--- src/alioth_pkg.sv ---
`default_nettype none

package alioth_pkg;

    // data and instruction word
    typedef logic [31:0] word_t;

    // byte address seen by the fetch unit
    typedef logic [31:0] pc_t;

    // architectural register index
    typedef logic [4:0] reg_idx_t;

    // write-back value selection
    typedef enum logic [1:0] {
        ALU_ADD      = 2'd0,  // rs1 + rs2 or rs1 + imm
        ALU_SUB      = 2'd1,  // rs1 - rs2
        ALU_PASS_IMM = 2'd2,  // upper immediate for lui
        ALU_LINK     = 2'd3   // return address for jal
    } alu_op_e;

    // rv32i major opcodes, only the subset the core decodes
    localparam logic [6:0] OPC_LUI    = 7'b0110111;
    localparam logic [6:0] OPC_OP_IMM = 7'b0010011;
    localparam logic [6:0] OPC_OP     = 7'b0110011;
    localparam logic [6:0] OPC_BRANCH = 7'b1100011;
    localparam logic [6:0] OPC_JAL    = 7'b1101111;

    // funct3 values inside the decoded opcodes
    localparam logic [2:0] F3_ADD_SUB = 3'b000;
    localparam logic [2:0] F3_BEQ     = 3'b000;
    localparam logic [2:0] F3_BNE     = 3'b001;

    // funct7 values for OP
    localparam logic [6:0] F7_ADD = 7'b0000000;
    localparam logic [6:0] F7_SUB = 7'b0100000;

    // test programs park here to signal the end of a run
    localparam pc_t TOHOST_PC_DEFAULT = 32'h0000_0040;

endpackage : alioth_pkg

`default_nettype wire
--- src/tohost_monitor.sv ---
`timescale 1ns/1ps
`default_nettype none

module tohost_monitor #(
    parameter alioth_pkg::pc_t TOHOST_PC    = alioth_pkg::TOHOST_PC_DEFAULT,
    parameter int unsigned     TOHOST_COUNT = 8
) (
    input  logic              clk,
    input  logic              rst_n,
    input  alioth_pkg::pc_t   pc,
    input  alioth_pkg::word_t x3_value,
    output logic              led_pass,
    output logic              led_fail
);

    import alioth_pkg::*;

    localparam int unsigned CNT_W = $clog2(TOHOST_COUNT + 1);
    localparam logic [CNT_W-1:0] CNT_END = CNT_W'(TOHOST_COUNT);

    pc_t             prev_pc;
    logic [CNT_W-1:0] arrive_cnt;
    logic            arrival;
    logic            verdict_done;

    // a self-loop on tohost only counts once
    assign arrival = (pc == TOHOST_PC) && (pc != prev_pc);

    always_ff @(posedge clk or negedge rst_n) begin
        if (!rst_n) begin
            prev_pc    <= '0;
            arrive_cnt <= '0;
        end else begin
            prev_pc <= pc;
            if (arrival && (arrive_cnt != CNT_END)) begin
                arrive_cnt <= arrive_cnt + 1'b1;  // saturates at the end count
            end
        end
    end

    // one-shot verdict, leds hold until reset
    always_ff @(posedge clk or negedge rst_n) begin
        if (!rst_n) begin
            verdict_done <= 1'b0;
            led_pass     <= 1'b0;
            led_fail     <= 1'b0;
        end else if ((arrive_cnt == CNT_END) && !verdict_done) begin
            verdict_done <= 1'b1;
            led_pass     <= (x3_value == 32'd1);
            led_fail     <= (x3_value != 32'd1);
        end
    end

endmodule : tohost_monitor

`default_nettype wire

--- config.mk ---
export PLATFORM = sky130hd
export DESIGN_NAME = tohost_monitor
export DESIGN_NICKNAME = d
export VERILOG_FILES = /design/src/alioth_pkg.sv /design/src/tohost_monitor.sv
export SDC_FILE = /design/constraint.sdc
export NUM_CORES = 1
export LEC_CHECK = 0
export BUFFER_PORTS_ARGS = -buffer_cell sky130_fd_sc_hd__buf_4
export CORE_UTILIZATION = 40
export CTS_BUF_LIST = sky130_fd_sc_hd__clkbuf_4 sky130_fd_sc_hd__clkbuf_8
export CTS_CLUSTER_DIAMETER = 200
export DETAILED_ROUTE_END_ITERATION = 7
export GPL_TIMING_DRIVEN = 0
export PLACE_DENSITY_LB_ADDON = 0.2
export SLEW_MARGIN = 20
export SYNTH_ARGS = -nofsm -noshare
export SYNTH_HDL_FRONTEND = slang
export SYNTH_SLANG_ARGS = --single-unit
export TNS_END_PERCENT = 30
--- constraint.sdc ---
create_clock -name clk -period 2.1 [get_ports clk]
set_input_delay 0.42 -clock clk [delete_from_list [all_inputs] [get_ports clk]]
set_output_delay 0.42 -clock clk [all_outputs]
set_load 0.01 [all_outputs]
Word level (Yosys, flattened, before mapping)
Index checks and enable logic that the tools add are counted.
{ "word_totals": {"reg_bits": 39, "in_bits": 66, "out_inout_bits": 2, "elab_cells": 16} }
{ "classes": {"addsub": 1, "n_eq_ne": 6, "n_reduce_logical": 4} }
{ "op_table": {"columns": ["op", "n"], "rows": [
  ["$eq 32x1->1 const B", 1],
  ["$eq 32x7->1 const B", 1],
  ["$ne 32x1->1 const B", 1],
  ["$ne 32x32->1", 1],
  ["$add 4x1->4 const B", 1],
  ["$eq 4x4->1 const B", 1],
  ["$ne 4x4->1 const B", 1],
  ["$logic_and 1x1->1", 3],
  ["$logic_not 1->1", 1]
]} }

Logic depth before layout (Yosys ltp)
{ "logic_depth": {"word_depth": 3, "depth_mapped": 6, "mapped_depth_nobuf": 6} }

Least setup slack after synthesis
OpenSTA, ideal clock, no wires.
{ "synth_path": {"path_kind": "input-to-reg", "from": "input port pc[31]", "to": "register arrive_cnt[1]", "setup_time_ns": 0.128, "t_arrival_ns": 1.530, "t_required_ns": 1.972, "path_slack_ns": 0.442, "stages": 5, "n_path_buf": 0, "path_cell_list": "xor2_1 > nor4_2 > nand4_1 > o211ai_2 > mux2_1"} }
{ "synth_between": {"elab_chain_len": 3, "elab_cells_between_ends": 4, "cone_classes": "eq/ne: 2; reduce/logical: 2"} }
{ "synth_rtl": {"columns": ["item", "line_no", "source"], "rows": [
  ["start, declared", "tohost_monitor.sv:10", "input alioth_pkg::pc_t pc,"],
  ["$eq 32x7->1 / $ne 32x32->1 (equally long branches)", "tohost_monitor.sv:27", "assign arrival = (pc == TOHOST_PC) && (pc != prev_pc);"],
  ["$logic_and 1x1->1 *", "tohost_monitor.sv:27", null],
  ["$logic_and 1x1->1 *", "tohost_monitor.sv:35", "if (arrival && (arrive_cnt != CNT_END)) begin"],
  ["end signal, assigned", "tohost_monitor.sv:36", "arrive_cnt <= arrive_cnt + 1'b1;"],
  ["end, declared", "tohost_monitor.sv:22", "logic [CNT_W-1:0] arrive_cnt;"]
]} }
Every way passes the cells marked *; elsewhere a longest branch is shown, timed or not.
A chain may end at the register's enable or synchronous reset.

Worst setup path in the final report
{ "layout_path": {"from": "register prev_pc[25]", "to": "register arrive_cnt[1]"} }
{ "layout_between": {"elab_chain_len": 3} }
{ "layout_rtl": {"columns": ["item", "line_no", "source"], "rows": [
  ["start, declared", "tohost_monitor.sv:21", "pc_t prev_pc;"],
  ["start signal, assigned", "tohost_monitor.sv:34", "prev_pc <= pc;"],
  ["$ne 32x32->1", "tohost_monitor.sv:27", null],
  ["$logic_and 1x1->1", "tohost_monitor.sv:27", null],
  ["$logic_and 1x1->1", "tohost_monitor.sv:35", null]
]} }
Every way passes these cells.

==> flow_summary.json <==
{
  "status": "completed",
  "antenna_cells": 0,
  "cts_root_buf": "clkbuf_8",
  "die_h_um": 66.0,
  "crit_buf_inv": 0,
  "slew_headroom": 0.687,
  "cts.clk_slew.worst_paths_ps": 80,
  "fin_crit_sh": 0.849,
  "p_leak_nw": 1.05,
  "hold_ws_ps": 77.3,
  "dr_total_vias": 1230,
  "instances_no_fill": 246,
  "max_freq_mhz": 561,
  "drv_slew": 0,
  "grt.total_usage": 0.191,
  "hold_path.class": "input port to async pin",
  "switching_share": 0.236,
  "tns_ps": 0,
  "detail-route-antenna-nets": 0,
  "drive_above_1_share": 0.414,
  "synth_warnings": 0,
  "clkPwrFrac": 0.324,
  "finalHoldViolations": 0,
  "mostFrequentLayoutCells": "buf_4 (67), dfrtp_1 (39), xor2_1 (32)",
  "cp_slowest_stage_delay_ps": 380,
  "hpwl_um": 2910,
  "power_frac_comb": 0.133,
  "initial_core_util": 0.431,
  "fp.dieArea_sq_um": 4360,
  "end_kind": "flop",
  "reg2regPathDepth": 5,
  "rsz0062_at_grt": "no",
  "worst_path_max_delay_cell": "dfrtp_1",
  "crit_start": "prev_pc[25]",
  "placedCellCount": 238,
  "clkLatencyLatePin_ps": 290,
  "via_per_inst": 5.00,
  "io_buffers": 67,
  "cts_setup_buffers": 0,
  "final_common_cell": "buf_4",
  "cts-buffers-inserted": 5,
  "area_growth_pct": 39.5,
  "ys_seq_area_frac": 0.595,
  "cts.repair.resized": 0,
  "ys_types": 20,
  "grt_overflow": 0,
  "intPower_w": 0.00112,
  "htreeDepth": 2,
  "antenna_found_initial": 0,
  "rr_startpoint": "prev_pc[25]",
  "gp_congestion": 0.719,
  "rrSetupSlack_ps": 320,
  "seqPwrFrac": 0.542,
  "avgSynthCellArea_sq_um": 13.3,
  "clock_sinks": 39,
  "cts_tree": "built",
  "wl_per_cell_um": 14.8,
  "drc": 0,
  "drv_cap": 0,
  "path_max_fanout": 3,
  "fin_area_sq_um": 2290,
  "drtIter0Drc": 26,
  "setup.worst_path.start_class": "flop",
  "rows": 22,
  "critPathRequiredTime_ps": 2270,
  "syn-instance-count": 123,
  "hold_buffers": 0,
  "worstSetupEndpoint": "arrive_cnt[1]",
  "placed_area_sq_um": 2200,
  "path_class": "flop to flop",
  "grt_pass1_vias": 1324,
  "path_depth": 5,
  "synth_fp_nets": 191,
  "grt_pass1_wl_um": 6070,
  "core-area_sq_um": 3800,
  "grt_max_degree": 40,
  "path_cells": "xor2_1, nor4_1, nand4_1, o211ai_2, mux2_1",
  "vdd_drop_max_uv": 508,
  "p_total_w": 0.00147,
  "die_w_um": 66.0,
  "skew_ps": 8.85,
  "p_switching_w": 0.000347,
  "cp_top_family": "simple AND/OR/NAND/NOR gates",
  "netlist_area_sq_um": 1640,
  "cts_buffer_depth": 2,
  "worst_pin_slew_ps": 470,
  "arrival_ps": 1950,
  "power_density_nw_per_um2": 642,
  "drt-total-wl_um": 3640,
  "r2r-end": "arrive_cnt[1]",
  "first_pass_iters": 4,
  "layout.nets": 265,
  "period_needed_ps": 1780,
  "synth-seq-cells": 39,
  "finalSetupViolCount": 0,
  "io_pins": 68
}
[cell type report]
class	count	area (sq um)
timing repair buffer	67	503
clock inverter	3	15.0
clock buffer	5	68.8
inverter	2	7.51
tap	48	60.1
fill	331	1510
sequential	39	976
multi-input combinational	82	656
[flip-flops by register name, indices dropped and copies added, names as in the netlist]
name,flops
led_fail,1
prev_pc,32
led_pass,1
verdict_done,1
arrive_cnt,4
[how the worst min path moves through the flow]
stage | cells after the start | endpoint
detailed placement | 1 | prev_pc[14]
global route | 1 | prev_pc[14]
global placement | 1 | prev_pc[8]
floorplan | 0 | arrive_cnt[0]
finish | 1 | prev_pc[14]
CTS | 1 | prev_pc[14]
[routing by layer]
layer  up-vias  share of wire  GRT usage  wire (um)
li1        591              -          -          -
met1       603           0.41      0.235       1500
met2        29           0.52      0.318       1900
met3         7          0.048     0.0466        174
met4         0          0.016     0.0824         57
met5         -              0          0          0
[synthesized netlist by cell type]
cell       count  area, sq um
and3_1         2         12.5
dfrtp_1       39          976
ha_1           2         25.0
inv_1          2         7.51
mux2_1         1         11.3
nand2_1        1         3.75
nand2b_1       2         12.5
nand3b_1       1         7.51
nand4_1        5         31.3
nor2_1         3         11.3
nor2_2         1         6.26
nor4_1        19          119
nor4_2         4         50.1
nor4b_1        1         8.76
nor4b_2        1         15.0
o2111ai_1      2         17.5
o211ai_2       1         12.5
o21ai_0        1         5.00
xnor2_1        3         26.3
xor2_1        32          280
[cells by family after synthesis]
group	Yosys count	synth area share
simple gates	40	0.169
flops	39	0.595
xor+xnor	35	0.187
compound gates	4	0.0214
buf+inv	2	0.00458
fa+ha+maj	2	0.0153
mux	1	0.00687
[worst reg2reg max path: stages, from the launching register on]
cell and delay, ps:
dfrtp_1 380, xor2_1 150, nor4_1 320, nand4_1 220, o211ai_2 250, mux2_1 340
[power groups by stage]
stage | clock (W) | sequential [W] | combinational [W]
6_report | 0.000476 | 0.000795 | 0.000195
3_5_place_dp | 0 | 0.000811 | 0.000198
2_1_floorplan | 0 | 0.000808 | 0.0000559
4_1_cts | 0.000491 | 0.000796 | 0.000200
3_3_place_gp | 0 | 0.000809 | 0.000191
5_1_grt | 0.000523 | 0.000798 | 0.000215
[metrics by stage]
step	util	worst slack [ps]
after floorplan	-	442
after global placement	0.580	128
after detailed placement	0.580	104
after CTS	0.602	292
after global routing	0.602	185
final	0.602	318
Note: power is estimated with default switching activity, not from simulation.
