## src/alioth_pkg.sv

```systemverilog
`default_nettype none

package alioth_pkg;

    // data and instruction word
    typedef logic [31:0] word_t;

    // byte address seen by the fetch unit
    typedef logic [31:0] pc_t;

    // architectural register index
    typedef logic [4:0] reg_idx_t;

    // write-back value selection
    typedef enum logic [1:0] {
        ALU_ADD      = 2'd0,  // rs1 + rs2 or rs1 + imm
        ALU_SUB      = 2'd1,  // rs1 - rs2
        ALU_PASS_IMM = 2'd2,  // upper immediate for lui
        ALU_LINK     = 2'd3   // return address for jal
    } alu_op_e;

    // rv32i major opcodes, only the subset the core decodes
    localparam logic [6:0] OPC_LUI    = 7'b0110111;
    localparam logic [6:0] OPC_OP_IMM = 7'b0010011;
    localparam logic [6:0] OPC_OP     = 7'b0110011;
    localparam logic [6:0] OPC_BRANCH = 7'b1100011;
    localparam logic [6:0] OPC_JAL    = 7'b1101111;

    // funct3 values inside the decoded opcodes
    localparam logic [2:0] F3_ADD_SUB = 3'b000;
    localparam logic [2:0] F3_BEQ     = 3'b000;
    localparam logic [2:0] F3_BNE     = 3'b001;

    // funct7 values for OP
    localparam logic [6:0] F7_ADD = 7'b0000000;
    localparam logic [6:0] F7_SUB = 7'b0100000;

    // test programs park here to signal the end of a run
    localparam pc_t TOHOST_PC_DEFAULT = 32'h0000_0040;

endpackage : alioth_pkg

`default_nettype wire
```

## src/gpr.sv

```systemverilog
`timescale 1ns/1ps
`default_nettype none

module gpr (
    input  logic                 clk,
    input  logic                 rst_n,
    input  logic                 run,
    input  alioth_pkg::reg_idx_t rs1_idx,
    input  alioth_pkg::reg_idx_t rs2_idx,
    input  logic                 rd_we,
    input  alioth_pkg::reg_idx_t rd_idx,
    input  alioth_pkg::word_t    rd_data,
    output alioth_pkg::word_t    rs1_data,
    output alioth_pkg::word_t    rs2_data,
    output alioth_pkg::word_t    x3_value
);

    import alioth_pkg::*;

    word_t regs [1:31];  // x0 has no storage

    always_ff @(posedge clk or negedge rst_n) begin
        if (!rst_n) begin
            for (int i = 1; i < 32; i++) regs[i] <= '0;
        end else if (run && rd_we && (rd_idx != 5'd0)) begin
            regs[rd_idx] <= rd_data;
        end
    end

    assign rs1_data = (rs1_idx == 5'd0) ? '0 : regs[rs1_idx];
    assign rs2_data = (rs2_idx == 5'd0) ? '0 : regs[rs2_idx];
    assign x3_value = regs[3];  // tohost verdict register

endmodule : gpr

`default_nettype wire

```

## config.mk

```make
export PLATFORM = sky130hd
export DESIGN_NAME = gpr
export DESIGN_NICKNAME = d
export VERILOG_FILES = /design/src/alioth_pkg.sv /design/src/gpr.sv
export SDC_FILE = /design/constraint.sdc
export NUM_CORES = 2
export LEC_CHECK = 0
export BUFFER_PORTS_ARGS = -buffer_cell sky130_fd_sc_hd__buf_4
export CORE_AREA = 2 2 289 291
export DETAILED_ROUTE_END_ITERATION = 6
export DIE_AREA = 0 0 291 293
export GPL_ROUTABILITY_DRIVEN = 0
export PLACE_DENSITY = 0.87
export REMOVE_ABC_BUFFERS = 1
export SLEW_MARGIN = 20
export SYNTH_ARGS = -nofsm -noshare
export SYNTH_HDL_FRONTEND = slang
export SYNTH_SLANG_ARGS = --single-unit
```

## constraint.sdc

```tcl
create_clock -name clk -period 3.21 [get_ports clk]
set_input_delay 0.1605 -clock clk [delete_from_list [all_inputs] [get_ports clk]]
set_output_delay 0.1605 -clock clk [all_outputs]
set_load 0.05 [all_outputs]
```

# [Word-level counts from Yosys, hierarchy flattened]
# Cells that the tools add are included.
[classes] bitwise_logic=3 mux=11 reduce_logical=6 magnitude_cmp=4
[op_table] op="$bwmux 992" count=1
[op_table] op="$bmux 32 s5" count=2
[op_table] op="$mux 32" count=7
[op_table] op="$demux 32 s5" count=1
[op_table] op="$ge 6x6->1 const B" count=3
[op_table] op="$not 5->6" count=3
[op_table] op="$logic_not 5->1" count=2
[op_table] op="$lt 6x1->1 const B" count=1
[op_table] op="$reduce_bool 5->1" count=1
[op_table] op="$logic_and 1x1->1" count=3
[word_totals] out_inout_bits=96 reg_bits=992 inputBits=51 word_cells=55

# [Logic depth before layout (Yosys ltp)]
[depth] word_depth=6 mapped_depth=9 mapped_depth_nobuf=4

# [Worst setup path before layout]
# OpenSTA, ideal clock, no wires.
[synth_timing] path_kind="input to output" from="input port rs2_idx[1]" to="output port rs2_data[2]" required_time_ns=3.049 path_slack_ns=0.617 n_path_buf=4 t_arrival_ns=2.432 path_stages=7 path_cell_list="buf_2 -> buf_4 -> buf_2 -> buf_2 -> mux4_2 -> mux2i_1 -> a211oi_1"
[synth_between] elab_chain_len=5
[synth_rtl] item="start: declaration" line_no="gpr.sv:9" source="input alioth_pkg::reg_idx_t rs2_idx,"
[synth_rtl] item="$not 5->6 (implied by the code)" line_no="gpr.sv:31" source="assign rs2_data = (rs2_idx == 5'd0) ? '0 : regs[rs2_idx];"
[synth_rtl] item="$bmux 32 s5" line_no="gpr.sv:31"
[synth_rtl] item="$mux 32 (implied by the code) (2 in series)" line_no="gpr.sv:31"
[synth_rtl] item="$mux 32 (*)" line_no="gpr.sv:31"
[synth_rtl] item="end: declaration" line_no="gpr.sv:14" source="output alioth_pkg::word_t rs2_data,"
# Mark *: on every way between the ends. The rest lies on a longest branch, timed or not. The select of a mux whose other input is x is not followed.

# [Worst setup path after layout]
[layout_timing] from="register regs[574] in the netlist's numbering" to="output port rs1_data[30]"
[layout_between] elab_chain_len=4
[layout_rtl] item="start: declaration" line_no="gpr.sv:20" source="word_t regs [1:31];"
[layout_rtl] item="start signal: indexed assignment" line_no="gpr.sv:26" source="regs[rd_idx] <= rd_data;"
[layout_rtl] item="$bmux 32 s5" line_no="gpr.sv:30" source="assign rs1_data = (rs1_idx == 5'd0) ? '0 : regs[rs1_idx];"
[layout_rtl] item="$mux 32 (implied by the code) (2 in series)" line_no="gpr.sv:30"
[layout_rtl] item="$mux 32" line_no="gpr.sv:30"
[layout_rtl] item="end: declaration" line_no="gpr.sv:13" source="output alioth_pkg::word_t rs1_data,"
# No other way between the ends. The select of a mux whose other input is x is not followed.

==> impl_metrics.ini <==
[clocking]
cts_root_buffer = clkbuf_16
cts_max_level = 3
post-cts-setup-buffer-count = 0
clock-sinks = 992
clock_latency_ns = 0.68
clock_path_buffers = 3
cts_tree = built
clkTransAtPathRegs_ns = 0.06
cts_made_buffers = 103

[grt]
grt_max_degree = 101
busiest_layer = met2
grt_use_total_pct = 38.3
use_met3_pct = 11.5
grt_pass1_vias = 38092
grt_overflow = 0
grt_pass1_wl_um = 244000
grt_use_met2_pct = 58.3
antenna_found_initial = 1
grt_use_met1_pct = 50.5

[synthesis]
synth_top_cell_area_share_pct = 46.2
ys_types = 51
synth_edf_count = 0
synth_area_leader_cell = dfrtp_1
synth_area_leaders = dfrtp_1 (46%), mux2_2 (21%), mux4_2 (16%)
yosysWarnings = 0
synthesis.area_sq_mm = 0.0538
ys_async_sr_fraction_pct = 100
synth_top_flop_cell = dfrtp_1
ys_seq_area_share_pct = 46.2
syn_avg_cell_area_sq_um = 14.8
yosys_register_bits = 992
synthCells = 3637

[worst_setup_path]
cp-start-kind = flop
critPathCaptureType = output pin
critPathKind = reg -> out
critPathMaxStageDelay_ns = 0.50
required_ns = 3.05
cp_cell_sequence = mux4_2 -> mux2i_1 -> o22a_1 -> o211ai_1 -> buf_4
cp.arrival_ns = 2.57
cp_slowest_cell = mux4_2
worstPathMaxFanout = 3

[final_layout]
areaGrowthSynthToFinish_pct = 12.0
fin_area_sq_mm = 0.0602
fillers = 4789
final_nets = 3703
utilization_pct = 73.6
drive_gt1_share_pct = 51.9
insertedDiodeCount = 0

[timing]
maxSlewViolCount = 0
fmax_mhz = 367
worst_clock_skew_ns = 0
finalSetupViolCount = 0
finalCritPeriodShare_pct = 85.0
rsz0062_at_grt = false
setup_tns_ns = 0
hold_viol = 0
slew_headroom_pct = 29.6
finalCriticalPeriod_ns = 2.73
worst_pin_slew_ns = 1.06

[power]
comb_power_share_pct = 19.4
clkPwrFrac_pct = 35.6
power_density_mw_per_mm2 = 576
p_leak_nw = 27.3
vdd_drop_max_mv = 0.452
p_sw_share_pct = 28.1
p_int_mw = 24.9
p_sw_mw = 9.75
p_seq_share_pct = 45.0

[routing]
initialDrtViolationCount = 4277
drt_wl_total_um = 161000
vias = 36408
drt-pass1-iter-count = 6
drc_errors = 0
vias_per_cell = 7.58
wl_per_cell_um = 33.6
drtAntennaViolNets = 0

[run_status]
status = finished clean

[min_path]
hold_class = in -> reg

[floorplanning]
initial_core_util_pct = 65.7
core_sq_mm = 0.0818
die_area_sq_mm = 0.0853
die_y_um = 293
fp.dieW_um = 291
io_pins = 147
fp-row-count = 105

[flow_run]
cap_violations = 0

[placement]
dpl-instance-area_sq_mm = 0.0565
port_buffers = 146
dpl.hpwl_um = 91800
==> kinds of logic after synthesis <==
group	count (synthesis)	synth area share, %
AO/OA/AOI/OAI	297	4.42
buffers and inverters	430	3.89
flip-flops	992	46.2
multiplexers	1717	43.5
AND/OR/NAND/NOR	201	2.07
==> worst paths after layout <==
kind / from / end / slack (ns) / cells after the start
worst min register to register: regs[230] / regs[230] / 0.52 / 1
max in group asynchronous: rst_n / regs[147] / 2.11 / 4
min in group asynchronous: rst_n / regs[810] / 0.06 / 2
worst min-delay path: rd_data[26] / regs[954] / 0.02 / 2
worst max-delay path: regs[574] / rs1_data[30] / 0.48 / 5
worst max register to register: x3_value[16] / x3_value[16] / 2.31 / 1
==> through the flow <==
stage	std cells	setup slack (ns)	power (mW)	hold slack (ns)
4_1_cts	4806	0.546	34.6	0.00354
2_1_floorplan	3216	-0.602	19.6	-0.135
6_report	4806	0.482	34.7	0.0220
3_3_place_gp	4586	0.749	21.9	0.156
3_5_place_dp	4586	0.666	22.2	0.155
5_1_grt	4806	0.461	35.8	0.0381
==> flip-flops by register name (all words and copies together), names as in the netlist <==
signal and flops:
x3_value 32, regs 960
==> layout by cell type (no fill, tap or decap), types with 8 or more instances in the layout <==
| cell | count |
|---|---|
| mux4_2 | 379 |
| mux2_2 | 1021 |
| a2111oi_0 | 10 |
| clkbuf_16 | 108 |
| or3_1 | 8 |
| dfrtp_1 | 992 |
| nor2_4 | 17 |
| clkbuf_1 | 27 |
| a221o_1 | 19 |
| o22a_1 | 18 |
| a221oi_1 | 41 |
| clkinv_2 | 17 |
| buf_12 | 69 |
| o31a_1 | 28 |
| nor2b_1 | 35 |
| nand2b_1 | 9 |
| o211ai_1 | 36 |
| clkbuf_8 | 22 |
| nand3_1 | 12 |
| mux2_1 | 14 |
| mux2_4 | 30 |
| a22oi_1 | 98 |
| buf_4 | 224 |
| o22ai_1 | 16 |
| nor3_1 | 30 |
| and3_1 | 28 |
| dlygate4sd3_1 | 31 |
| nor2_1 | 20 |
| mux2i_1 | 273 |
==> routing by layer <==
layer | part of all wire (%) | up-vias
li1 | - | 14083
met1 | 36 | 19107
met2 | 46 | 2578
met3 | 12 | 638
met4 | 5.6 | 2
met5 | 0.0087 | -
==> area by class of cell <==
type                       instances  area, sq um  share of cell area, %
clock buffer                     156         3090                   5.13
clock inverter                    33          375                  0.623
inverter                           9         33.8                 0.0561
multi-input combinational       2215        27100                   45.0
sequential                       992        24800                   41.2
tap                             1070         1340                   2.22
timing repair buffer             331         3470                   5.77
==> synth_stat cells (30+ instances only) <==
| master | n |
|---|---|
| clkbuf_1 | 173 |
| a221oi_1 | 41 |
| dfrtp_1 | 992 |
| mux2_2 | 1021 |
| mux2_4 | 30 |
| nor2b_1 | 39 |
| mux2i_1 | 273 |
| a22oi_1 | 98 |
| buf_2 | 159 |
| buf_4 | 55 |
| mux4_2 | 379 |
| o211ai_1 | 36 |
| nor2_1 | 36 |
| nor3_1 | 32 |
==> what timing repair did <==
item | 4_1_cts | 5_1_grt
endpoints found under the hold margin | 960 | 0
gates resized for setup | 0 | 0
hold buffers | 31 | 0
setup endpoints to repair | 0 | 0
==> worst max-delay path, delay by kind of cell (launching register included) <==
| kind | cells | cell delay, ns |
|---|---|---|
| compound gates | 2 | 0.48 |
| mux | 2 | 0.70 |
| buf+inv | 1 | 0.29 |
| flops | 1 | 0.41 |
==> power groups by stage <==
stage	Combinational [mW]	Clock, mW	Sequential [mW]
after detailed placement	6.58	0	15.7
after CTS	6.69	12.4	15.5
after global routing	7.10	12.9	15.7
final	6.74	12.3	15.6
after floorplan	4.27	0	15.4
after global placement	6.37	0	15.5
Note: power is estimated with default switching activity, not from simulation.
