[config.mk]
export PLATFORM = sky130hd
export DESIGN_NAME = exu
export DESIGN_NICKNAME = d
export VERILOG_FILES = /design/src/alioth_pkg.sv /design/src/exu.sv
export SDC_FILE = /design/constraint.sdc
export NUM_CORES = 1
export LEC_CHECK = 0
export BUFFER_PORTS_ARGS = -buffer_cell sky130_fd_sc_hd__buf_2
export CELL_PAD_IN_SITES_DETAIL_PLACEMENT = 0
export CELL_PAD_IN_SITES_GLOBAL_PLACEMENT = 1
export CORE_ASPECT_RATIO = 0.75
export CORE_MARGIN = 5
export CORE_UTILIZATION = 33
export DETAILED_ROUTE_END_ITERATION = 7
export MAX_ROUTING_LAYER = met4
export PLACE_DENSITY = 0.83
export SKIP_LAST_GASP = 1
export SYNTH_ARGS = -nofsm -noshare
export SYNTH_HDL_FRONTEND = slang
export SYNTH_SLANG_ARGS = --single-unit
[constraint.sdc]
create_clock -name vclk -period 4.3
set_input_delay 0.215 -clock vclk [all_inputs]
set_output_delay 0.215 -clock vclk [all_outputs]
set_load 0.005 [all_outputs]
[src/alioth_pkg.sv]
`default_nettype none

package alioth_pkg;

    // data and instruction word
    typedef logic [31:0] word_t;

    // byte address seen by the fetch unit
    typedef logic [31:0] pc_t;

    // architectural register index
    typedef logic [4:0] reg_idx_t;

    // write-back value selection
    typedef enum logic [1:0] {
        ALU_ADD      = 2'd0,  // rs1 + rs2 or rs1 + imm
        ALU_SUB      = 2'd1,  // rs1 - rs2
        ALU_PASS_IMM = 2'd2,  // upper immediate for lui
        ALU_LINK     = 2'd3   // return address for jal
    } alu_op_e;

    // rv32i major opcodes, only the subset the core decodes
    localparam logic [6:0] OPC_LUI    = 7'b0110111;
    localparam logic [6:0] OPC_OP_IMM = 7'b0010011;
    localparam logic [6:0] OPC_OP     = 7'b0110011;
    localparam logic [6:0] OPC_BRANCH = 7'b1100011;
    localparam logic [6:0] OPC_JAL    = 7'b1101111;

    // funct3 values inside the decoded opcodes
    localparam logic [2:0] F3_ADD_SUB = 3'b000;
    localparam logic [2:0] F3_BEQ     = 3'b000;
    localparam logic [2:0] F3_BNE     = 3'b001;

    // funct7 values for OP
    localparam logic [6:0] F7_ADD = 7'b0000000;
    localparam logic [6:0] F7_SUB = 7'b0100000;

    // test programs park here to signal the end of a run
    localparam pc_t TOHOST_PC_DEFAULT = 32'h0000_0040;

endpackage : alioth_pkg

`default_nettype wire
[src/exu.sv]
`timescale 1ns/1ps
`default_nettype none

module exu (
    input  alioth_pkg::pc_t      pc,
    input  alioth_pkg::word_t    instr,
    input  alioth_pkg::word_t    rs1_data,
    input  alioth_pkg::word_t    rs2_data,
    output alioth_pkg::reg_idx_t rs1_idx,
    output alioth_pkg::reg_idx_t rs2_idx,
    output logic                 rd_we,
    output alioth_pkg::reg_idx_t rd_idx,
    output alioth_pkg::word_t    rd_data,
    output logic                 redirect,
    output alioth_pkg::pc_t      redirect_pc
);

    import alioth_pkg::*;

    logic [6:0] opcode;
    logic [2:0] funct3;
    logic [6:0] funct7;

    word_t imm_i;
    word_t imm_u;
    word_t imm_b;
    word_t imm_j;

    alu_op_e alu_op;
    logic    use_imm;   // second operand from imm_i
    word_t   op_b;
    logic    rs_equal;
    pc_t     br_target;
    pc_t     jal_target;

    // instruction fields
    assign opcode  = instr[6:0];
    assign funct3  = instr[14:12];
    assign funct7  = instr[31:25];
    assign rs1_idx = instr[19:15];
    assign rs2_idx = instr[24:20];
    assign rd_idx  = instr[11:7];

    // immediates, all sign extended from bit 31
    assign imm_i = {{20{instr[31]}}, instr[31:20]};
    assign imm_u = {instr[31:12], 12'b0};
    assign imm_b = {{19{instr[31]}}, instr[31], instr[7], instr[30:25], instr[11:8], 1'b0};
    assign imm_j = {{11{instr[31]}}, instr[31], instr[19:12], instr[20], instr[30:21], 1'b0};

    assign rs_equal   = (rs1_data == rs2_data);
    assign br_target  = pc + imm_b;
    assign jal_target = pc + imm_j;

    // decode, anything unrecognised falls through as a no-op
    always_comb begin
        rd_we       = 1'b0;
        alu_op      = ALU_ADD;
        use_imm     = 1'b0;
        redirect    = 1'b0;
        redirect_pc = br_target;

        case (opcode)
            OPC_LUI: begin
                rd_we  = 1'b1;
                alu_op = ALU_PASS_IMM;
            end
            OPC_OP_IMM: begin
                if (funct3 == F3_ADD_SUB) begin  // addi only
                    rd_we   = 1'b1;
                    use_imm = 1'b1;
                end
            end
            OPC_OP: begin
                if (funct3 == F3_ADD_SUB) begin
                    if (funct7 == F7_ADD) begin
                        rd_we = 1'b1;
                    end else if (funct7 == F7_SUB) begin
                        rd_we  = 1'b1;
                        alu_op = ALU_SUB;
                    end
                end
            end
            OPC_BRANCH: begin
                case (funct3)
                    F3_BEQ:  redirect = rs_equal;
                    F3_BNE:  redirect = !rs_equal;
                    default: redirect = 1'b0;  // other compares unsupported
                endcase
            end
            OPC_JAL: begin
                rd_we       = 1'b1;
                alu_op      = ALU_LINK;
                redirect    = 1'b1;
                redirect_pc = jal_target;
            end
            default: ;
        endcase
    end

    assign op_b = use_imm ? imm_i : rs2_data;

    // write-back value
    always_comb begin
        case (alu_op)
            ALU_ADD:      rd_data = rs1_data + op_b;
            ALU_SUB:      rd_data = rs1_data - op_b;
            ALU_PASS_IMM: rd_data = imm_u;
            ALU_LINK:     rd_data = pc + 32'd4;  // return address
            default:      rd_data = '0;
        endcase
    end

endmodule : exu

`default_nettype wire

==> Yosys cells after proc, flatten, opt, wreduce, memory -nomap -nowiden <==
Index checks and enable logic that the tools add are counted.
{ "op_classes": {"eq_ne": 11, "mux": 15, "add_sub_neg": 5, "reduce_logical": 5} }
{ "op_table": {"columns": ["operator", "count"], "rows": [
  ["case mux 32 bit (4 select lines)", 1],
  ["adder 32 bit", 3],
  ["2-to-1 mux 32 bit", 2],
  ["adder 32 x 3 -> 32 bit (second input constant)", 1],
  ["== test 32 bit", 1],
  ["subtractor 32 bit", 1],
  ["== test 7 x 6 -> 1 bit (second input constant)", 3],
  ["== test 7 bit (second input constant)", 2],
  ["2-to-1 mux 1 bit", 8],
  ["== test 7 x 5 -> 1 bit (second input constant)", 1],
  ["logical NOT 7 bit", 1],
  ["case mux 2 bit (3 select lines)", 1],
  ["== test 2 bit (second input constant)", 2],
  ["case mux 1 bit (2 select lines)", 2],
  ["== test 3 x 1 -> 1 bit (second input constant)", 1],
  ["logical NOT 3 bit", 1],
  ["case mux 1 bit (3 select lines)", 1],
  ["== test 2 x 1 -> 1 bit (second input constant)", 1],
  ["logical NOT 2 bit", 1],
  ["OR reduction 2 bit", 1],
  ["logical NOT 1 bit", 1]
]} }
{ "word_totals": {"out_inout_bits": 81, "regBits": 0, "input_bits": 128, "word_cells": 36} }

==> Depth between registers and ports, before layout <==
{ "logic_depth": {"ltp_word": 7, "ltp_mapped": 22, "mapped_depth_nobuf": 20} }

==> Worst setup path before layout <==
No wires, ideal clock.
{ "synth_timing": {"path_kind": "input to output", "from": "input port instr[5]", "to": "output port rd_data[25]", "n_path_buf": 2, "setup_slack_ns": -0.453, "path_stages": 22, "required_ns": 4.085, "arrival_ns": 4.538, "path_cell_list": "or3b_1 > or4_1 > clkbuf_1 > clkbuf_1 > nand2_1 > nand2_1 > inv_1 > ha_1 > o21ai_2 > nor3_4 > a21oi_2 > xor2_1 > a21oi_1 > ha_1 > a21oi_1 > o211ai_1 > a221oi_1 > nor3b_1 > a21oi_1 > a211o_1 > a311oi_1 > o221ai_1"} }
{ "synth_between": {"elab_chain_cells": 5, "elab_cells_between_ends": 14, "cone_classes": "2 x add/sub; 7 x eq/ne; 4 x mux; 1 x reduce/logical"} }
{ "synth_rtl": {"columns": ["item", "line", "rtl"], "rows": [
  ["from (decl)", "exu.sv:6", "input alioth_pkg::word_t instr,"],
  ["== test 7 x 5 -> 1 bit", "exu.sv:62", "case (opcode)"],
  ["2-to-1 mux 1 bit", "exu.sv:62", null],
  ["2-to-1 mux 32 bit", "exu.sv:100", "assign op_b = use_imm ? imm_i : rs2_data;"],
  ["subtractor 32 bit or adder 32 bit (tied branches)", "exu.sv:106, exu.sv:105", null],
  ["case mux 32 bit (4 select lines) (*)", "exu.sv:104", "case (alu_op)"],
  ["to (decl)", "exu.sv:13", "output alioth_pkg::word_t rd_data,"]
]} }
Every way passes the cells marked *; elsewhere a longest branch is shown, timed or not.

==> Worst setup path after layout <==
{ "layout_timing": {"from": "input port instr[5]", "to": "output port rd_data[24]"} }
The elaborated chain is that of the path after synthesis.

==> results.py <==
metrics = {
    "sta": {
        "tightest_slew_ns": 1.100,
        "period_minus_slack_ns": 4.682,
        "slew_headroom_pct": 26.02,
        "setup_viol_count_final": 18,
        "hold_viol": 0,
        "clock.fmax_ghz": 0.2136,
        "rsz0062_at_grt": "true",
        "maxSlewViolCount": 0,
        "fin_ws_ns": -0.3820,
        "post-route-period-util_pct": 108.9,
    },
    "critical_path": {
        "arrival_ns": 4.47,
        "crit_path_start_kind": "primary input",
        "cp.required_ns": 4.09,
        "path_cells": "buf_6 -> or3b_4 -> nor4_4 -> buf_4 -> mux2i_4 -> ha_4 -> o21ai_4 -> buf_12 -> nor3_4 -> a21oi_2 -> xor2_1 -> a21oi_1 -> ha_1 -> and4_4 -> and2_1 -> o2111ai_4 -> a211oi_4 -> buf_4 -> o211ai_1 -> xor2_1 -> o21ai_1 -> buf_2",
        "slowest_stage": "or3b_4",
        "cp_num_buf_inv": 5,
        "cp_max_fo": 4,
        "path_class": "primary input to output pin",
        "cpPeakStageDelay_ns": 0.41,
        "crit_family": "simple AND/OR/NAND/NOR gates",
        "end_kind": "output pin",
    },
    "detailed_routing": {
        "wl_per_cell_um": 19.22,
        "wl_mm": 27.81,
        "viasPerCell": 5.543,
        "drtIter0Drc": 620,
        "firstDrtPassIters": 5,
        "num_vias": 8021,
        "ant_nets": 0,
        "route.detailed.drc": 0,
    },
    "grt": {
        "grt_max_degree": 34,
        "gr-usage-met1_pct": 37.38,
        "grt.total_usage_pct": 25.21,
        "grt_pass1_vias": 7488,
        "grt_pass1_wl_mm": 40.79,
        "use_met2_pct": 38.56,
        "use_met3_pct": 2.384,
        "antenna_found_initial": 2,
        "top_usage_layer": "met2",
        "grt-ovfl-total": 0,
    },
    "floorplan": {
        "core.rowCount": 42,
        "start_util_pct": 33.68,
        "dieArea_mm2": 0.02083,
        "core_area_mm2": 0.01766,
        "die_x_um": 165.0,
        "die_h_um": 126.3,
        "io_pins": 209,
    },
    "placed_design": {
        "place_congestion": 0.9939,
        "hpwlAfterDp_mm": 23.38,
        "portBuffers": 209,
        "place_ws_ns": -0.4571,
    },
    "power": {
        "peakVddDrop_v": 0.00008389,
        "p_leak_nw": 4.201,
        "power.density_mw_per_mm2": 135.6,
        "power.total_mw": 1.207,
    },
    "logic_synthesis": {
        "yosysWarningCount": 0,
        "syn_area_mm2": 0.005947,
        "synth_cell_type_count": 71,
        "syn_inst": 870,
        "avgSynthCellArea_um2": 6.836,
        "seq_area_frac_synth_pct": 0,
        "syn_nets": 1063,
    },
    "status": {
        "status": "complete, but fails checks",
        "violations": "negative setup slack",
    },
    "layout": {
        "syn2layout_area_growth_pct": 49.63,
        "register_area_um2": 0,
        "nFlopsAndLatches": 0,
        "n_fill_cell": 1865,
        "layout.nets": 1398,
        "nClkBuffers": 0,
        "drive_gt1_share_pct": 39.65,
    },
    "hold_path": {
        "hold_class": "primary input to output pin",
    },
    "clock_network": {
        "postCtsHoldBufs": 0,
    },
    "run": {
        "maxCapViolCount": 0,
    },
}
## placed cells by master, fill, tap and decap left out, types with 23 or more instances in the layout
master / instances
nor2_1: 54
xor2_1: 69
inv_1: 29
nand3_1: 28
nor3_1: 25
buf_2: 202
buf_4: 148
nand2_1: 73
o21ai_0: 23
a21oi_1: 69
xnor2_1: 63
ha_1: 62
a21o_1: 32
## layout make-up
class / count / area (um^2) / share of cell area (%)
Antenna cell: 2 / 5.005 / 0.05624
Inverter: 30 / 112.6 / 1.265
Timing Repair Buffer: 373 / 2407 / 27.05
Tap cell: 242 / 302.8 / 3.403
Multi-Input combinational cell: 800 / 6071 / 68.22
## logic make-up (layout without fill, tap and decap cells)
kind of cell | count (synthesis) | after routing | share of synthesized area, %
simple gates | 309 | 309 | 27.62
mux | 15 | 15 | 2.567
xor+xnor | 135 | 135 | 19.88
buf+inv | 70 | 403 | 5.786
other cells | 0 | 2 | 0
compound gates | 276 | 276 | 30.21
fa+ha+maj | 65 | 65 | 13.93
## what timing repair did
item / CTS / global route
endpoints found under the hold margin: 0 / 0
endpoints found under the setup margin: 20 / 26
pin swaps: 21 / 33
gates resized for setup: 60 / 68
buffers inserted: 9 / 11
## metrics by stage
step	cells	area, um^2	hold WS (ns)	TNS [ns]	utilization, %
CTS	1436	8502	0.6144	-3.778	48.15
global route	1447	8899	0.6236	-6.647	50.40
global placement	1429	8222	0.6129	-5.933	46.56
finish	1447	8899	0.6136	-3.349	50.40
floorplan	870	5995	0.5038	-0.2376	-
detailed placement	1429	8222	0.6144	-6.211	46.56
## layer usage
metal | up-vias | routed length [um]
met2 | 333 | 11960
met4 | 0 | 173
met3 | 16 | 2305
li1 | 3903 | -
met5 | - | 0
met1 | 3769 | 13370
## cell usage after synthesis (all sizes together), types with 9 or more instances
cell type   n  area [um^2]
clkbuf     18        67.56
nor2       58        234.0
xnor2      65        569.3
a21o       32        240.2
inv        30        112.6
and3       11        68.82
o21ai      47        239.0
buf        22        163.9
a22oi      17        127.6
nand4      16        100.1
nand2      79        299.0
ha         63        788.3
nor4       20        146.4
mux2i      13        130.1
nand3      30        150.1
xor2       70        613.1
or3         9        56.30
a21oi      83        422.9
or2        11        68.81
nor3       32        197.7
a31oi      11        68.82
o22ai      10        62.56
## final timing paths
check | start | to | slack (ns) | cells after the start
setup / recovery | instr[5] | rd_data[24] | -0.38 | 22
hold / removal | instr[8] | rd_idx[1] | 0.61 | 2
## power breakdown
group,internal (mW),switching (mW)
sequential,0,0
combinational,0.575,0.631
clock,0.0000000622,0
No activity file was read; power rests on OpenSTA's default activity.
