**src/alioth_pkg.sv**
```systemverilog
`default_nettype none

package alioth_pkg;

    // data and instruction word
    typedef logic [31:0] word_t;

    // byte address seen by the fetch unit
    typedef logic [31:0] pc_t;

    // architectural register index
    typedef logic [4:0] reg_idx_t;

    // write-back value selection
    typedef enum logic [1:0] {
        ALU_ADD      = 2'd0,  // rs1 + rs2 or rs1 + imm
        ALU_SUB      = 2'd1,  // rs1 - rs2
        ALU_PASS_IMM = 2'd2,  // upper immediate for lui
        ALU_LINK     = 2'd3   // return address for jal
    } alu_op_e;

    // rv32i major opcodes, only the subset the core decodes
    localparam logic [6:0] OPC_LUI    = 7'b0110111;
    localparam logic [6:0] OPC_OP_IMM = 7'b0010011;
    localparam logic [6:0] OPC_OP     = 7'b0110011;
    localparam logic [6:0] OPC_BRANCH = 7'b1100011;
    localparam logic [6:0] OPC_JAL    = 7'b1101111;

    // funct3 values inside the decoded opcodes
    localparam logic [2:0] F3_ADD_SUB = 3'b000;
    localparam logic [2:0] F3_BEQ     = 3'b000;
    localparam logic [2:0] F3_BNE     = 3'b001;

    // funct7 values for OP
    localparam logic [6:0] F7_ADD = 7'b0000000;
    localparam logic [6:0] F7_SUB = 7'b0100000;

    // test programs park here to signal the end of a run
    localparam pc_t TOHOST_PC_DEFAULT = 32'h0000_0040;

endpackage : alioth_pkg

`default_nettype wire
```
**src/ifu.sv**
```systemverilog
`timescale 1ns/1ps
`default_nettype none

module ifu #(
    parameter int unsigned ITCM_ADDR_WIDTH = 10
) (
    input  logic            clk,
    input  logic            rst_n,
    input  logic            run,
    input  logic            redirect,
    input  alioth_pkg::pc_t redirect_pc,
    output alioth_pkg::pc_t pc
);

    import alioth_pkg::*;

    // keeps sequential fetch inside the itcm window
    localparam pc_t PC_MASK = pc_t'((64'd1 << ITCM_ADDR_WIDTH) - 64'd1);

    pc_t pc_seq;
    pc_t pc_next;

    assign pc_seq = (pc + 32'd4) & PC_MASK;

    // branch or jump wins over fall-through
    always_comb begin
        if (!run) begin
            pc_next = '0;  // parked at reset vector while idle
        end else if (redirect) begin
            pc_next = redirect_pc;
        end else begin
            pc_next = pc_seq;
        end
    end

    always_ff @(posedge clk or negedge rst_n) begin
        if (!rst_n) begin
            pc <= '0;
        end else begin
            pc <= pc_next;
        end
    end

endmodule : ifu

`default_nettype wire

```
**config.mk**
```make
export PLATFORM = sky130hd
export DESIGN_NAME = ifu
export DESIGN_NICKNAME = d
export VERILOG_FILES = /design/src/alioth_pkg.sv /design/src/ifu.sv
export SDC_FILE = /design/constraint.sdc
export NUM_CORES = 1
export LEC_CHECK = 0
export ABC_CLOCK_PERIOD_IN_PS = 2300
export CORE_MARGIN = 2
export CORE_UTILIZATION = 35
export CTS_BUF_LIST = sky130_fd_sc_hd__clkbuf_4
export DETAILED_ROUTE_END_ITERATION = 6
export DONT_BUFFER_PORTS = 1
export GPL_TIMING_DRIVEN = 1
export MAX_ROUTING_LAYER = met4
export PLACE_DENSITY = 0.55
export SLEW_MARGIN = 20
export SYNTH_ARGS = -nofsm -noshare
export SYNTH_HDL_FRONTEND = slang
export SYNTH_SLANG_ARGS = --single-unit
export TNS_END_PERCENT = 20
```
**constraint.sdc**
```tcl
create_clock -name clk -period 2.3 [get_ports clk]
set_input_delay 0.115 -clock clk [delete_from_list [all_inputs] [get_ports clk]]
set_output_delay 0.115 -clock clk [all_outputs]
set_load 0.005 [all_outputs]
```
Word level (Yosys, flattened, before mapping)

Index checks and enable logic that the tools add are counted.

Input port bits: 36
Register bits: 32
Output and inout bits: 32
Logic and storage cells: 4

$add $sub $neg: 1
Muxes and demuxes: 2

Operators with widths:

| cell                                                             | count |
|---|---|
| 32-bit two-way mux                                               | 2 |
| 10-bit by 3-bit adder with 10-bit output (second input constant) | 1 |

Logic depth before layout (Yosys ltp)

Gate-level depths: netlist of the first run.

Word-level depth: 3
Gate-level depth with buffers: 4

Worst setup path before layout of the first run

Ideal clock, no wire load.

Path type: reg-to-reg
From: reg pc[2]
To: reg pc[8]
Stages on the path, launching flop included: 5
Arrival: 1097 ps
Slack: 1121 ps
Setup time: 82 ps
Data required time: 2218 ps
Path through: dfrtp_1 ha_1 nand2_1 or3_1 a31oi_1

Cells in the longest elaborated chain, start to end: 3

RTL lines:

| what                                     | RTL line  | text |
|---|---|---|
| start: declaration                       | ifu.sv:12 | `output alioth_pkg::pc_t pc` |
| start signal: assignment                 | ifu.sv:40 | `pc <= pc_next;` |
| 10-bit by 3-bit adder with 10-bit output | ifu.sv:23 | `assign pc_seq = (pc + 32'd4) & PC_MASK;` |
| 32-bit two-way mux                       | ifu.sv:29 | `end else if (redirect) begin` |
| 32-bit two-way mux                       | ifu.sv:27 | `if (!run) begin` |
| via pc_next[8]                           | ifu.sv:21 | `pc_t pc_next;` |

The timed path passes the listed nets, and every way through them passes these cells.

Final worst setup path of the first run

From: reg pc[2]
To: reg pc[3]

The elaborated chain is that of the path after synthesis.

==> impl_results.md, run 1 <==
* Critical path, cell by cell: ha_1 -> mux2i_1 -> dlygate4sd3_1 -> nor2b_1
* CTS resizes at 0
* Setup Fix Bufs, Post-CTS at 0
* Commonest non-fill, non-tap cell in the layout: dlygate4sd3_1
* Net Count, Synth at 136
* Post-route DRC at 0
* Number of synthesized register bits at 32
* Mean Syn Cell Area at 12.2 sq um
* YS warnings at 0
* Layout net count at between 150 and 200
* Max Slew Vio Count at 0
* Post-Synth Simple-Gate Area at 19.0%
* CP max-delay cell: dlygate4sd3_1
* Worst Path Arrival at 1.80 ns
* Synth Area in Compound Gates at 6.54%
* Largest regs: pc: 32 flops
* Total GRT Usage at 15.8%
* I/O pin cnt at 68
* Fin area at 0.00167 sq mm
* Clk buf depth at 2
* Largest net degree at the start of global routing at 33
* Max FO, Critical Path at 4
* Mux contribution to synthesized area at 2.49%
* Largest family of logic cells by synthesized area: simple AND/OR/NAND/NOR gates
* Max rail drop VDD at around 0.3 mV
* Buffers on Ports at 0
* Die ar. at 0.00393 sq mm
* Core Rows at 21
* Via count at 878
* Pwr Density at 681 mW/mm^2
* Initial antenna violation count at 0
* Hold Path Stages at 2
* CP peak stage delay at approximately 0.56 ns
* Worst slew pin tran at 0.808 ns
* Synth unique cells at 19
* DIE HEIGHT at about 63 um
* Most flop-heavy register: pc
* Max-Cap Viols at 0
* Final Hold Vio Count at 0
* Final Power at 1140 uW
* Fin cells at 181
* Most frequent cells in the layout: dlygate4sd3_1, dfrtp_1, and3_1
* Avg WL per Cell at 14.9 um
* TritonRoute pass-1 iters at 4
* Lkg Pwr at 0.000808 uW
* Synth Instances at 99
* Clock sinks at 32
* Core box area at ~0.0033 sq mm
* Cell count of the worst reg-to-reg path at 4
* Area Overhead vs Synth at 38.5%
* Final ANT Viol Nets at 0
* CTS tree: done
* Setup TNS at 0 ns
* Clock tree root driver cell: clkbuf_4
* Final Skew at about 0.0063 ns
* Worst Hold Class: in -> reg
* Final period util at 68.4%
* Worst skew pair latency at between 0.3 and 0.4 ns
* Dpl cells at approximately 140
* Num CTS Buffers at 5
* Fmax at approximately 640 MHz
* Run status: complete, no violations
* Seq/Total Area, Yosys at 66.5%
* CP bufs+invs at 1
* Number of global-route vias before repair at 879
* Cell family with most CP delay: buffers and inverters
* First DRT Iteration DRCs at 60
* Drt total wl at 2700 um
* Final setup fails at 0
* Die outline width at 62.7 um
* ANT cells at 0
* Slew HR at between 40% and 50%
* Worst Setup Path Type: reg -> reg
* Cts hold-fix bufs at 34
* Total grt overflow at 0
* WHS at 0.0184 ns
* RSZ-0062 raised after global routing: no
* Worst endpoint required time at 2.53 ns
* Adder-cell share of the synthesized area at 1.04%
* Share of cells above drive strength 1 at between 7 and 8%
* Shortest period the worst path allows at 1.57 ns
* Initial Utilization at 36.4%
* Gp weighted congestion at between 0.7 and 0.8
* Placed cell area at between 0.001 and 0.0015 sq mm
* Setup crit end kind: flop
* Area share of xor/xnor cells in the synthesized design at 2.18%
* Clock Pin Slew Worst Setup and Hold Paths at 0.10 ns
* CP Depth at 4
* Via density at 4.85
* Max reg flops at 32
* H-Tree Depth at 2
* Mapped cell area at 0.00120 sq mm
* First-pass GRT wire length at 4480 um
* Startpoint type of the worst setup path: flop
## cells in the mapped netlist, drive strengths merged
library cell   n  area share, %
a21oi          2           0.83
xor2           2            1.5
nand2          4            1.2
ha             1            1.0
clkinv         1           0.31
xnor2          1           0.73
or3            3            1.6
buf            1           0.41
and2           2            1.0
mux2i          3            2.5
nand4          1           0.52
clkbuf         5            1.6
nand3          3            1.7
dfrtp         32             66
and3          22             11
nor2b          3            1.6
o21ai         10            4.2
a31oi          3            1.6
## logic make-up after synthesis
logic type,Yosys count
buffers and inverters,7
muxes,3
xor gates and xnor gates,3
DFF,32
and+or+nand+nor,38
AOI/OAI and AO/OA,15
adders and majority gates,1
## layer usage
layer / part of all wire (%) / global-route usage, %
met5: 0 / -
met4: 1.7 / 5.83
met3: 8.0 / 7.39
met2: 50 / 25.1
met1: 40 / 17.4
## metrics by stage
stage | setup WS, ns | util (%)
floorplan | 1.12 | -
global placement | 1.07 | 37.4
detailed placement | 1.02 | 37.4
CTS | 0.713 | 50.4
global route | 0.665 | 50.4
finish | 0.727 | 50.4
## area by class of cell
class / instances / area (sq um)
Fill cell: 305 / 1640
Sequential cell: 32 / 801
Multi-Input combinational cell: 60 / 377
Timing Repair Buffer: 34 / 350
Tap cell: 46 / 57.6
Clock inverter: 3 / 42.5
Clock buffer: 5 / 37.5
Inverter: 1 / 3.75
## worst reg2reg max path: stages, from the launching register on
cell,delay (ns)
dfrtp_1,0.45
ha_1,0.31
mux2i_1,0.11
dlygate4sd3_1,0.56
nor2b_1,0.05
## worst paths after layout
kind,startpoint,slack [ns],endpoint
setup / recovery,pc[2],0.73,pc[3]
hold / removal,redirect_pc[9],0.02,pc[9]
setup reg to reg,pc[2],0.73,pc[3]
hold reg to reg,pc[9],0.61,pc[9]
max in group asynchronous,rst_n,1.91,pc[12]
min in group asynchronous,rst_n,0.22,pc[10]
## power breakdown
part | internal, uW | switching, uW
Sequential | 589 | 24.3
Combinational | 64.5 | 43.6
Clock | 227 | 190
(Power assumes the default switching activity.)
==> run 2, diff against run 1 <==
Settings changed: ABC_AREA from default to 1, ABC_CLOCK_PERIOD_IN_PS 2300 to 1650.
Clock period 2.3 ns to 1.65 ns, I/O delays scaled along.
==> run 2 against run 1 <==
  * Final cell count up 23%
  * Clock skew shrank 0.0039 ns
  * Hold slack better by 0.020 ns
  * Flip-flop and latch count stayed put
  * Combinational power rose by 53%
  * Critical path type unchanged
  * Utilization is 2.2 points higher
  * Via count rose by 12%
  * Die area is 2.5% higher
  * Register-to-register slack got worse by 0.62 ns
  * First-iteration DRC count grew 28%
  * Setup slack worse by 0.62 ns
==> impl_results.md, run 2 <==
* Total GRT Usage at 16.1%
* Footprint of the flip-flops and latches at 805 sq um
* Commonest non-fill, non-tap cell in the layout: dlygate4sd3_1
* EDFF count, synth at 0
* CP max-delay cell: dlygate4sd3_1
* Max FO, Critical Path at 5
* Setup crit end kind: flop
* Worst slew pin tran at 0.224 ns
* Max-Cap Viols at 0
* Worst Setup Path Type: reg -> reg
* Seq/Total Area, Yosys at about two thirds
* Drt total wl at 2900 um
* CTS tree: done
* I/O pin cnt at 68
* Buffers on Ports at 0
* Run status: complete, no violations
* Multi-input gate area at 320 sq um
* Synth unique cells at 16
* Max rail drop VDD at 0.492 mV
* Final setup fails at 0
* Number of global-route vias before repair at 1033
* Fmax at ~650 MHz
* Worst r2r src: pc[6]
* Commonest cells in the netlist: dfrtp_1, inv_1, nor2_1
* Final Hold Vio Count at 0
* Setup ws final at 0.109 ns
* Via density at 4.43
* Lkg Pwr at a little over 0.0009 uW
* Final ANT Viol Nets at 0
* Clock sinks at 32
* Switching Power at 361 uW
* Worst Path Arrival at around 1.8 ns
* Pwr Density at 908 mW/mm^2
* Placed cell area at 0.00129 sq mm
* Worst Hold Class: in -> reg
* Int Power at ~1200 uW
* First DRT Iteration DRCs at 77
* DIE HEIGHT at 63.5 um
* H-Tree Depth at 2
* Top-count cell post-synth: dfrtp_1
* Max reg flops at 32
* Final Power at ~1600 uW
* Largest net degree at the start of global routing at 33
* Setup TNS at 0 ns
* Critical Path Start: pc[6]
* Initial antenna violation count at 0
* Number of synthesized register bits at 32
* YS warnings at 0
* Final Skew at roughly 0.0024 ns
* Critical path, cell by cell: nand2_1 -> nor2_1 -> nand3_1 -> nand3_1 -> nand2_1 -> dlygate4sd3_1
* Worst skew pair latency at 0.32 ns
* Post-place setup slack at 0.470 ns
* Largest regs: pc: 32 flops
* Clock Pin Slew Worst Setup and Hold Paths at around 0.09 ns
* Slew HR at 85.1%
* CP peak stage delay at 0.54 ns
* Initial Utilization at between 30 and 40%
* Die ar. at 0.00403 sq mm
* Num CTS Buffers at 5
* Net Count, Synth at 168
* Clock tree root driver cell: clkbuf_4
* TritonRoute pass-1 iters at 3
* Mean Syn Cell Area at 9.45 sq um
* RSZ-0062 raised after global routing: no
* Gp weighted congestion at 0.707
* ANT cells at 0
* Core Rows at 21
* Clock Power Share at 36.6%
* Share of cells above drive strength 1 at 9.66%
* Clk buf depth at 2
* Worst endpoint required time at 1.86 ns
* Area Overhead vs Synth at 43.0%
* Core box area at 0.00336 sq mm
* Most flop-heavy register: pc
* Mapped cell area at 0.00124 sq mm
* Part of the power in combinational logic at about 10%
* Cell accounting for the most synthesized area: dfrtp_1
* Die outline width at about 63 um
* Fin area at 0.00177 sq mm
* Sw Share at between 20% and 30%
* Layout net count at 212
* Post-route DRC at 0
* Top FF cell, synth: dfrtp_1
* Shortest period the worst path allows at 1.54 ns
* Final period util at between 90% and 100%
* Via count at around 1000
* Most frequent cells in the layout: dlygate4sd3_1, dfrtp_1, inv_1
* Synth Instances at 131
* Asr flop ratio synth at 100%
* Final HPWL DP at between 1500 and 2000 um
* WHS at about 0.038 ns
* First-pass GRT wire length at 4730 um
* Share of power burned in registers at 53.2%
* Hold wc startpoint: run
* Synth area leaders: dfrtp_1, inv_1, nor2_1
* Filler Cell Count at 304
* Startpoint type of the worst setup path: flop
* Avg WL per Cell at 13.1 um
* Post-synth top area share at 64.7%
* Total grt overflow at 0
* Max Slew Vio Count at 0
## run 2: worst paths after layout
check / cells after the start / to / slack, ns
worst max-delay path: 6 / pc[9] / 0.11
worst min-delay path: 4 / pc[6] / 0.04
worst max register to register: 6 / pc[9] / 0.11
worst min register to register: 1 / pc[0] / 0.54
max in group asynchronous: 2 / pc[4] / 1.25
min in group asynchronous: 2 / pc[1] / 0.22
## run 2: layout make-up
class                   instances  area share (%)
repair buffers                 39            22.5
clock buffers                   6            2.55
multi-input cells              68            18.1
inverters                      29            6.15
flip-flops and latches         32            45.5
clock inverters                 2            1.98
well taps                      46            3.25
## run 2: layer usage
metal | GRT usage, % | wire length (um) | vias up | part of all wire (%)
li1 | - | - | 473 | -
met1 | 15.8 | 1070 | 463 | 37
met2 | 28.7 | 1570 | 43 | 54
met3 | 4.82 | 210 | 5 | 7.2
met4 | 8.15 | 48 | 0 | 1.7
met5 | - | 0 | - | 0
## run 2: power groups by stage
stage          Clock, uW  Sequential [uW]  Combinational (uW)
6_report             587              855                 165
4_1_cts              608              854                 163
3_5_place_dp           0              869                69.6
3_3_place_gp           0              868                66.7
2_1_floorplan          0              859                57.3
5_1_grt              642              861                 185
## run 2: cell families after synthesis
kind of cell             count (synthesis)  synth area share [%]
AND/OR/NAND/NOR                         56                  18.6
flip-flops                              32                  64.7
buffers and inverters                   31                  9.61
AO/OA/AOI/OAI                           10                  5.36
XOR/XNOR                                 1                 0.708
adder cells (fa/ha/maj)                  1                  1.01
## run 2: what timing repair did
item / CTS / global route
endpoints found under the setup margin: 0 / 2
hold buffers: 38 / 0
setup buffers: 0 / 0
resized for setup: 0 / 4
endpoints found under the hold margin: 64 / 0
## run 2: through the flow
step           cells  util (%)
2_1_floorplan    131         -
3_5_place_dp     176      38.4
3_3_place_gp     176      38.4
6_report         222      52.6
5_1_grt          222      52.6
4_1_cts          222      52.4
## run 2: worst max-delay path: cells and delay by family (launching register included)
family | cells | cell delay [ns]
buffers and inverters | 1 | 0.54
AND/OR/NAND/NOR | 5 | 0.46
flip-flops | 1 | 0.42
==> run 3, diff against run 2 <==
Settings changed: BUFFER_PORTS_ARGS from default to -buffer_cell sky130_fd_sc_hd__buf_2, DONT_BUFFER_PORTS 1 to default, PLACE_DENSITY 0.55 to default, PLACE_DENSITY_LB_ADDON from default to 0.05.
==> run 3 against run 2 <==
  * Clock-buffer cell count increased by 1
  * Combinational power rose by 36%
  * Setup slack gained 0.28 ns
  * Total power down 6.6%
  * Highest routed layer unchanged
  * Critical path type unchanged
  * Critical path depth stayed put
  * Clock skew increased by 0.0072 ns
  * Cell area up 14%
  * Sequential power is 2% lower
  * Hold slack better by 0.045 ns
==> impl_results.md, run 3 (same netlist as run 2, synthesis figures left out) <==
* Startpoint type of the worst setup path: flop
* First DRT Iteration DRCs at 46
* Initial Utilization at 36.8%
* RSZ-0062 raised after global routing: no
* Die outline width at 63.5 um
* Via count at 1169
* Initial antenna violation count at 0
* Buffers on Ports at 67
* DIE HEIGHT at 63.5 um
* Gp weighted congestion at 0.728
* Largest regs: pc: 32 flops
* R2r setup slk at 0.39 ns
* Avg WL per Cell at 10.6 um
* H-Tree Depth at 2
* I/O pin cnt at 68
* Critical Path Start: pc[3]
* WHS at 0.0828 ns
* Final setup fails at 0
* Most frequent cells in the layout: buf_2, dlygate4sd3_1, dfrtp_1
* Die ar. at 0.00403 sq mm
* Final period util at between 70% and 80%
* Core box area at 0.00336 sq mm
* Pwr Density at 745 mW/mm^2
* Area Overhead vs Synth at 62.8%
* Slew HR at 54.1%
* Fmax at 795 MHz
* Worst r2r src: pc[3]
* Lkg Pwr at around 0.0012 uW
* Worst skew pair latency at around 0.32 ns
* First-pass GRT wire length at 5200 um
* Clk buf depth at 2
* TritonRoute pass-1 iters at 4
* Number of global-route vias before repair at 1241
* Final Util at around three fifths
* Total GRT Usage at ~18%
* Shortest period the worst path allows at 1.26 ns
* Run status: complete, no violations
* CTS tree: done
* Most flop-heavy register: pc
* Final Hold Vio Count at 0
* Max-Cap Viols at 0
* Drt total wl at 3010 um
* Final HPWL DP at 1970 um
* Worst r2r dst: pc[6]
* Final Skew at 0.00963 ns
* Share of cells above drive strength 1 at 32.8%
* Final ANT Viol Nets at 0
* Worst Setup Path Type: reg -> reg
* Num CTS Buffers at 5
* CTS resizes at 0
* Layout net count at 274
* Setup TNS at 0 ns
* Max Slew Vio Count at 0
* Worst Hold Class: in -> reg
* Clock Pin Slew Worst Setup and Hold Paths at 0.10 ns
* Commonest non-fill, non-tap cell in the layout: buf_2
* Max FO, Critical Path at 4
* Cell count of the worst reg-to-reg path at 6
* Clock sinks at 32
* Fin area at ~0.002 sq mm
* Placed cell area at 0.00163 sq mm
* Post-route DRC at 0
* Worst endpoint required time at ~1.9 ns
* ANT cells at 0
* Setup crit end kind: flop
* Setup crit end: pc[6]
* Total grt overflow at 0
* Final Power at 1500 uW
* Max reg flops at 32
* Max rail drop VDD at 0.517 mV
* Worst slew pin tran at 0.689 ns
* Via density at 4.12
* Clock tree root driver cell: clkbuf_4
* Core Rows at 21
* Worst Path Arrival at about 1.5 ns
* Largest net degree at the start of global routing at 33
[run 3: cell count changes in the layout (fill, tap and decap cells not counted), sizes merged]
cell / before / now
buf: 2 / 68
bufinv: 1 / 0
clkbuf: 6 / 7
dlygate4sd3: 37 / 33
[run 3: final cells by class]
cell class                 count  area, sq um
fill                         330         1350
sequential                    32          801
timing repair buffer         101          673
multi-input combinational     68          318
inverter                      29          109
tap                           46         57.6
clock buffer                   7         52.6
clock inverter                 1         3.75
[run 3: metrics by stage]
step | worst slack (ns) | std cells
final | 0.393 | 284
after global placement | 0.538 | 243
after floorplan | 0.558 | 131
after detailed placement | 0.415 | 243
after global routing | 0.239 | 284
after CTS | 0.407 | 284
[run 3: per-layer routing]
| layer | share of wire, % | up-vias | wire, um | global-route usage [%] |
|---|---|---|---|---|
| li1 | - | 596 | - | - |
| met1 | 39 | 525 | 1170 | 17.9 |
| met2 | 53 | 42 | 1600 | 30.0 |
| met3 | 5.9 | 6 | 179 | 6.96 |
| met4 | 2.3 | 0 | 70 | 8.42 |
| met5 | 0 | - | 0 | - |
[run 3: how the worst min path moves through the flow]
| stage | startpoint | end | depth (start not counted) |
|---|---|---|---|
| global placement | rst_n | pc[19] | 1 |
| global route | redirect | pc[8] | 4 |
| CTS | redirect | pc[7] | 4 |
| finish | redirect | pc[7] | 4 |
| floorplan | rst_n | pc[0] | 0 |
| detailed placement | rst_n | pc[19] | 1 |
[run 3: timing repair]
| item | in CTS | in global routing |
|---|---|---|
| endpoints found under the hold margin | 64 | 0 |
| setup buffers | 0 | 0 |
| hold buffers | 33 | 0 |
[run 3: where the power goes]
part           leakage [uW]  internal, uW  total (uW)  switching, uW
Combinational      0.000730           129         224           94.6
Clock             0.0000338           197         435            239
Sequential         0.000428           819         841           22.2
Total               0.00119          1150        1500            356
[run 3: critical path: stages, from the launching register on]
cell and delay [ns]:
dfrtp_1 0.42, ha_1 0.23, nand3_2 0.12, nand2_1 0.08, inv_1 0.04, o21ai_0 0.19
nand2_1 0.08
